`config.mk`:
```
export PLATFORM = sky130hd
export DESIGN_NAME = umi_tx_encode
export DESIGN_NICKNAME = d
export VERILOG_FILES = /design/src/umi_mem_pkg.sv /design/src/umi_tx_encode.sv
export SDC_FILE = /design/constraint.sdc
export NUM_CORES = 1
export LEC_CHECK = 0
export ABC_CLOCK_PERIOD_IN_PS = 1600
export BUFFER_PORTS_ARGS = -buffer_cell sky130_fd_sc_hd__buf_2
export CORE_AREA = 2 2 138 140
export DETAILED_ROUTE_END_ITERATION = 7
export DIE_AREA = 0 0 140 142
export GPL_TIMING_DRIVEN = 0
export RECOVER_POWER = 50
export SYNTH_ARGS = -nofsm -noshare
export SYNTH_HDL_FRONTEND = slang
export SYNTH_SLANG_ARGS = --single-unit
```
`constraint.sdc`:
```
create_clock -name clk -period 1.6 [get_ports clk]
set_input_delay 0.32 -clock clk [delete_from_list [all_inputs] [get_ports clk]]
set_output_delay 0.32 -clock clk [all_outputs]
set_load 0.05 [all_outputs]
```
`src/umi_mem_pkg.sv`:
```
package umi_mem_pkg;

    // opcodes understood by the endpoint
    // write-normal doubles as the read response opcode
    localparam logic [7:0] UMI_OP_WRITE = 8'h01;
    localparam logic [7:0] UMI_OP_READ  = 8'h08;

    localparam int unsigned UMI_PACKET_WIDTH = 256;

    // command class after decode
    typedef enum logic [1:0] {
        CMD_READ  = 2'd0,
        CMD_WRITE = 2'd1,
        CMD_OTHER = 2'd2
    } umi_cmd_e;

    // 256-bit link packet
    // fields run MSB first, so opcode sits in the low byte
    typedef struct packed {
        logic [95:0] data;
        logic [63:0] srcaddr;
        logic [63:0] dstaddr;
        logic        burst;
        logic [18:0] user;
        logic [3:0]  size;
        logic [7:0]  opcode;
    } umi_packet_t;

    // request as seen by the memory core
    typedef struct packed {
        umi_cmd_e    cmd;
        logic [63:0] dstaddr;
        logic [63:0] srcaddr;
        logic [63:0] data;
    } umi_req_t;

    // size code is log2 of the word size in bytes
    function automatic logic [3:0] umi_size_of(input int unsigned width);
        int unsigned bytes;
        bytes = width / 8;
        return 4'($clog2(bytes));
    endfunction

endpackage

```
`src/umi_tx_encode.sv`:
```
module umi_tx_encode
    import umi_mem_pkg::*;
#(
    parameter int unsigned DATA_WIDTH = 32
) (
    input  logic                  clk,
    input  logic                  arst_n,
    input  logic                  rsp_load,
    input  logic [63:0]           rsp_dstaddr,
    input  logic [DATA_WIDTH-1:0] rsp_data,
    output umi_packet_t           tx_packet,
    output logic                  tx_valid,
    output logic                  tx_busy,
    input  logic                  tx_ready
);

    localparam logic [3:0] RSP_SIZE = umi_size_of(DATA_WIDTH);

    umi_packet_t rsp_packet;

    // read response is sent as a write-normal
    always_comb begin
        rsp_packet         = '0;
        rsp_packet.opcode  = UMI_OP_WRITE;
        rsp_packet.size    = RSP_SIZE;
        rsp_packet.dstaddr = rsp_dstaddr;
        rsp_packet.data    = 96'(rsp_data);
    end

    // valid holds until the transfer edge
    always_ff @(posedge clk or negedge arst_n) begin
        if (!arst_n) begin
            tx_valid <= 1'b0;
        end else if (rsp_load) begin
            tx_valid <= 1'b1;
        end else if (tx_ready) begin
            tx_valid <= 1'b0;
        end
    end

    always_ff @(posedge clk) begin
        if (rsp_load) begin
            tx_packet <= rsp_packet;
        end
    end

    // the core only issues reads while this is low
    assign tx_busy = tx_valid;

    tx_hold_chk : assert property (
        @(posedge clk) disable iff (!arst_n)
        (tx_valid && !tx_ready) |=> (tx_valid && $stable(tx_packet))
    ) else $error("tx_packet changed while waiting for tx_ready");

endmodule

```
# After elaboration in Yosys (flattened, before gate mapping)
# Cells that the tools add are included.
[op_classes] muxes=2 n_reduce_logical=1
[op_table] op="1-bit 2-to-1 mux" count=2
[op_table] op="2-bit nonzero test" count=1
[totals] ff_bits=97 out_inout_bits=258 word_cells=6

# Logic depth before layout (Yosys ltp)
# Gate-level depths: netlist (run 1).
[logic_depth] word_depth=2 ltp_mapped=2 depth_no_buf=2

# Least setup slack after synthesis (run 1)
# OpenSTA, ideal clock, no wires.
[synth_path] path_type="flip-flop to output port" startpoint="register tx_valid, in the netlist tx_busy" endpoint="output tx_valid" arrival_time_ps=904 slack_ps=376 stages_incl_launch_ff=2 path_buffers=1 path_cell_list="dfrtp_1 > buf_4"
[synth_lines] element="start: declaration" line="umi_tx_encode.sv:12" source="output logic tx_valid,"
[synth_lines] element="start signal: assignment" line="umi_tx_encode.sv:33" source="tx_valid <= 1'b0;"
[synth_lines] element="start signal: assignment" line="umi_tx_encode.sv:35" source="tx_valid <= 1'b1;"
[synth_lines] element="start signal: assignment" line="umi_tx_encode.sv:37" source="tx_valid <= 1'b0;"
# No word-level cell between the ends.

# Final worst setup path (run 1)
[layout_path] startpoint="register tx_valid, in the netlist tx_busy" endpoint="output tx_valid"
# No word-level cell between the ends.

==> results.cfg, run 1 <==
[placement]
gp_congestion = 0.675
dpl.hpwl_mm = 7.83
dpl.cell_count = 852
numPortBuffers = 197
placed_area_mm2 = 0.00604
place_ws_ps = 72.6

[grt]
antenna_found_initial = 0
track_usage = 0.0885
grt_max_degree = 58
grt_overflow = 0
grt_pass1_vias = 2379
grt_pass1_wl_mm = 13.0

[layout]
area_growth_pct = 53.0
n_fill_cell = 1871
layout-drive-gt1-share = 0.581
final_cells = 869
postLayoutCellArea_mm2 = 0.00632
n_antenna_cell = 0
regArea_mm2 = 0.00291
final_nets = 730
multi_input_area_um2 = 608

[cts]
cts_buffers = 9
clk_pin_slew_worst_paths_ps = 70
cts_tree = done
clockBufferDepth = 2
cts_root_buf = clkbuf_16
h-tree-depth = 3
cts_resized = 0
postCtsSetupBuffers = 0
clk_latency_ps = 340
cts_num_sinks = 97

[synthesis]
synth_seq_cells = 97
synth_area_mm2 = 0.00414
postSynthCellCount = 262
yosysSeqAreaShare = 0.703
avgSynthCellArea_um2 = 15.8
yosysWarningCount = 0
yosysUniqueCellTypes = 6

[timing]
period_share = 0.862
max_slew.worst_pin.slew_ps = 582
hold_viol_final = 0
setup_viol = 0
clock_skew_ps = 0
finalCriticalPeriod_ps = 1380
max_slew_margin = 0.612
timing.final.ws_setup_ps = 222
rsz0062_at_grt = false
slew_viol_final = 0
max_freq_ghz = 0.725

[setup_path]
crit_type = reg2out
critPathTopFamily = flip-flops
arrival_ps = 1060
critPathMaxStageDelay_ps = 390
cp_max_fo = 3
cp.required_ps = 1280
cp-end-kind = primary output
path_buf_inv = 2
crit_path_start_kind = flop
crit_path_start = tx_busy
cp_cell_sequence = buf_4 -> buf_2
rr_startpoint = tx_busy
crit_slowest_cell = dfrtp_1

[floorplanning]
num_io_pins = 358
design.die.area_mm2 = 0.0199
initial_core_util = 0.224
num_rows = 50
die_h_um = 142
dieWidth_um = 140
core-area_mm2 = 0.0185

[power_and_ir_drop]
vdd_drop_max_uv = 431
powerDensity_mw_per_mm2 = 1170
p_leak_nw = 3.27
power_mw = 7.37

[route]
ant_nets = 0
vias = 2628
avgViaCountPerCell = 3.02
first_iter_violations = 85
drt-pass1-iter-count = 6
avgRoutedWirePerCell_um = 11.0
drc = 25
wirelength_mm = 9.53

[outcome]
status = finished, violations left
failed_checks = design-rule violations

[min_path]
hold_class = in2reg
min-delay-start = rsp_dstaddr[1]

[job]
cap_viol_max_count = 0
[path summary, 6_finish.rpt]
| path | endpoint | slack, ps | cells past startpoint |
|---|---|---|---|
| setup / recovery | tx_valid | 220 | 2 |
| hold / removal | tx_packet[33] | 150 | 1 |
| setup reg to reg | tx_busy | 930 | 1 |
| hold reg to reg | tx_busy | 510 | 1 |
| max in group asynchronous | tx_busy | 1240 | 2 |
| min in group asynchronous | tx_busy | 280 | 2 |
[routing by layer]
layer | share of wire | GRT usage
met2 | 0.50 | 0.150
met1 | 0.35 | 0.0942
met4 | 0.019 | 0.0441
met5 | 0 | 0
met3 | 0.13 | 0.0394
[cells in the mapped netlist, drive strengths merged]
cell type / n / area, µm²
conb: 2 / 7.51
inv: 1 / 3.75
buf: 161 / 1210
edfxtp: 96 / 2880
a21o: 1 / 7.51
dfrtp: 1 / 25.0
[where the power goes]
group	leakage [nW]	internal [mW]	switching, mW
Sequential	0.950	3.01	0.0494
Clock	0.136	1.09	1.00
Combinational	2.18	0.490	1.73
[cells in the final DEF (no fill, tap or decap), drive strengths merged]
master,count
a21o,1
dlygate4sd3,1
clkinvlp,2
clkbuf,14
buf,354
clkinv,1
dfrtp,1
conb,160
inv,5
edfxtp,96
[flip-flops by register name (all words and copies together), names as in the netlist]
signal and flops:
tx_busy 1, tx_packet 96
[what timing repair did]
item,in CTS,in global routing
hold buffers,1,0
setup endpoints to repair,0,0
endpoints found under the hold margin,1,0
[final cells by class]
| cell class | instances | area share |
|---|---|---|
| clock buffer | 9 | 0.0356 |
| clock inverter | 7 | 0.00950 |
| inverter | 1 | 0.000593 |
| timing repair buffer | 199 | 0.161 |
| sequential | 97 | 0.460 |
| multi-input combinational | 161 | 0.0961 |
| tap | 234 | 0.0463 |
| buffer | 161 | 0.191 |
[per-stage QoR]
step / hold WS, ps / TNS, ps / util
4_1_cts: 123 / 0 / 0.343
2_1_floorplan: 24.4 / 0 / -
6_report: 149 / 0 / 0.343
3_3_place_gp: 100 / -75830 / 0.325
3_5_place_dp: 96.6 / 0 / 0.327
5_1_grt: 126 / 0 / 0.343
[cell families (layout without fill, tap and decap cells)]
group / count (synthesis) / count (layout) / synth area share
AO/OA/AOI/OAI: 1 / 1 / 0.00182
buffers and inverters: 162 / 377 / 0.293
flip-flops: 97 / 97 / 0.703
other: 2 / 160 / 0.00182
(Power assumes the default switching activity.)
==> inputs of run 2 (changes only) <==
--- a/config.mk
+++ b/config.mk
@@ -5,11 +5,11 @@
 export SDC_FILE = /design/constraint.sdc
 export NUM_CORES = 1
 export LEC_CHECK = 0
-export ABC_CLOCK_PERIOD_IN_PS = 1600
+export ABC_CLOCK_PERIOD_IN_PS = 1220
 export BUFFER_PORTS_ARGS = -buffer_cell sky130_fd_sc_hd__buf_2
-export CORE_AREA = 2 2 138 140
+export CORE_AREA = 2 2 139 141
 export DETAILED_ROUTE_END_ITERATION = 7
-export DIE_AREA = 0 0 140 142
+export DIE_AREA = 0 0 141 143
 export GPL_TIMING_DRIVEN = 0
 export RECOVER_POWER = 50
 export SYNTH_ARGS = -nofsm -noshare
==> constraint.sdc (replaced) <==
create_clock -name clk -period 1.22 [get_ports clk]
set_input_delay 0.244 -clock clk [delete_from_list [all_inputs] [get_ports clk]]
set_output_delay 0.244 -clock clk [all_outputs]
set_load 0.05 [all_outputs]
==> run 2 against run 1 <==
Effect of this change:
- the run ends with negative setup slack left
- hold slack worse by 79 ps
- first-iteration DRC count shrank 34%
- final cell count grew 0.12%
- register-to-register slack got worse by 400 ps
- clock power is 45% higher
- largest cell class unchanged
==> results.cfg, run 2 (synthesis results as in run 1) <==
[outcome]
status = finished, violations left
failed_checks = negative setup slack

[timing]
timing.final.ws_setup_ps = -26.2
finalCriticalPeriod_ps = 1250
rsz0062_at_grt = true
slew_viol_final = 0
clock_skew_ps = 0
setup_viol = 2
max_slew_margin = 0.562
max_freq_ghz = 0.802
max_slew.worst_pin.slew_ps = 658
hold_viol_final = 0
fin_setup_tns_ps = -46.3
period_share = 1.02

[grt]
grt_pass1_wl_mm = 12.7
grt_max_degree = 56
grt_pass1_vias = 2355
antenna_found_initial = 3
grt_overflow = 0
track_usage = 0.0871

[layout]
postLayoutCellArea_mm2 = 0.00645
area_growth_pct = 56.1
most-common-layout-cells = buf_4, buf_2, conb_1, edfxtp_1, clkbuf_16
final_util = 0.347
n_fill_cell = 1856
final_cells = 870
layout-drive-gt1-share = 0.580
largest_reg_flops = 96
final_common_cell = buf_4
final_nets = 730
top_register = tx_packet

[cts]
clk_latency_ps = 340
cts_num_sinks = 97
h-tree-depth = 3
cts_root_buf = clkbuf_16
cts_tree = done
cts_buffers = 9
clockBufferDepth = 2
postCtsSetupBuffers = 0
clk_pin_slew_worst_paths_ps = 70

[route]
avgViaCountPerCell = 3.00
ant_nets = 0
first_iter_violations = 56
vias = 2612
avgRoutedWirePerCell_um = 10.8
drt-pass1-iter-count = 4
wirelength_mm = 9.40
drc = 0

[placement]
gp_congestion = 0.711
place_ws_ps = -249
numPortBuffers = 197
dpl.hpwl_mm = 7.79
dpl.cell_count = 852
placed_area_mm2 = 0.00604

[min_path]
min-delay-start = rsp_data[11]
hold_class = in2reg

[floorplanning]
initial_core_util = 0.223
num_rows = 50
die_h_um = 143
dieWidth_um = 141
design.die.area_mm2 = 0.0202
num_io_pins = 358
core-area_mm2 = 0.0186

[setup_path]
arrival_ps = 1000
crit_path_start = tx_busy
cp_max_fo = 3
rr_startpoint = tx_busy
cp.required_ps = 980
cp-end-kind = primary output
crit_path_start_kind = flop
crit_type = reg2out

[job]
cap_viol_max_count = 0

[power_and_ir_drop]
powerDensity_mw_per_mm2 = 1550
p_leak_nw = 3.32
vdd_drop_max_uv = 748
run 2: cell count changes in the layout (fill, tap and decap cells not counted):
cell,delta
buf_1,-1
buf_2,-24
buf_4,+14
buf_6,+7
buf_8,+1
bufinv_16,+2
clkbuf_1,+2
clkbuf_4,+2
clkinvlp_4,-1
diode_2,+1
inv_8,-2
run 2: path summary, 6_finish.rpt:
check | to | slack [ps] | cells after the start
max in group asynchronous | tx_busy | 940 | 2
max | tx_valid | -30 | 2
max reg2reg | tx_busy | 530 | 1
min | tx_packet[171] | 70 | 1
min in group asynchronous | tx_busy | 190 | 2
min reg2reg | tx_busy | 530 | 1
run 2: cell type report:
cell class	count	area (µm²)	area share
Antenna cell	1	2.50	0.000388
Tap cell	234	293	0.0454
Multi-Input combinational cell	161	608	0.0942
Timing Repair Buffer	199	1110	0.172
Clock buffer	10	229	0.0355
Inverter	1	3.75	0.000582
Clock inverter	6	90.1	0.0140
Sequential cell	97	2910	0.450
Buffer	161	1210	0.188
run 2: critical path, stage by stage, from the launching register on:
cell and delay [ps]:
dfrtp_1 400, buf_6 120, buf_8 140
run 2: timing repair:
| item | in CTS | in global routing |
|---|---|---|
| endpoints found under the setup margin | 12 | 17 |
| cloned | 0 | 0 |
| hold buffers | 1 | 0 |
| resized for setup | 18 | 27 |
| endpoints found under the hold margin | 1 | 0 |
run 2: metrics by stage:
stage          total power [mW]  hold slack, ps
2_1_floorplan              6.51           -51.6
3_3_place_gp               6.99            20.1
3_5_place_dp               7.01            20.8
4_1_cts                    10.1            48.4
5_1_grt                    10.4            49.8
6_report                   10.0            70.6
run 2: power by group:
group          switching (mW)  total, mW  leakage, nW  internal (mW)
logic                    2.28       2.97         2.21          0.692
registers              0.0678       4.02        0.950           3.95
clock network            1.22       3.03        0.153           1.81
total                    3.57       10.0         3.32           6.45
run 2: routing by layer:
metal	vias to the layer above	GRT usage	share of wire
met5	-	0	0.0032
met4	4	0.0363	0.017
met3	13	0.0510	0.14
met2	196	0.153	0.53
met1	1095	0.0835	0.31
li1	1304	-	-
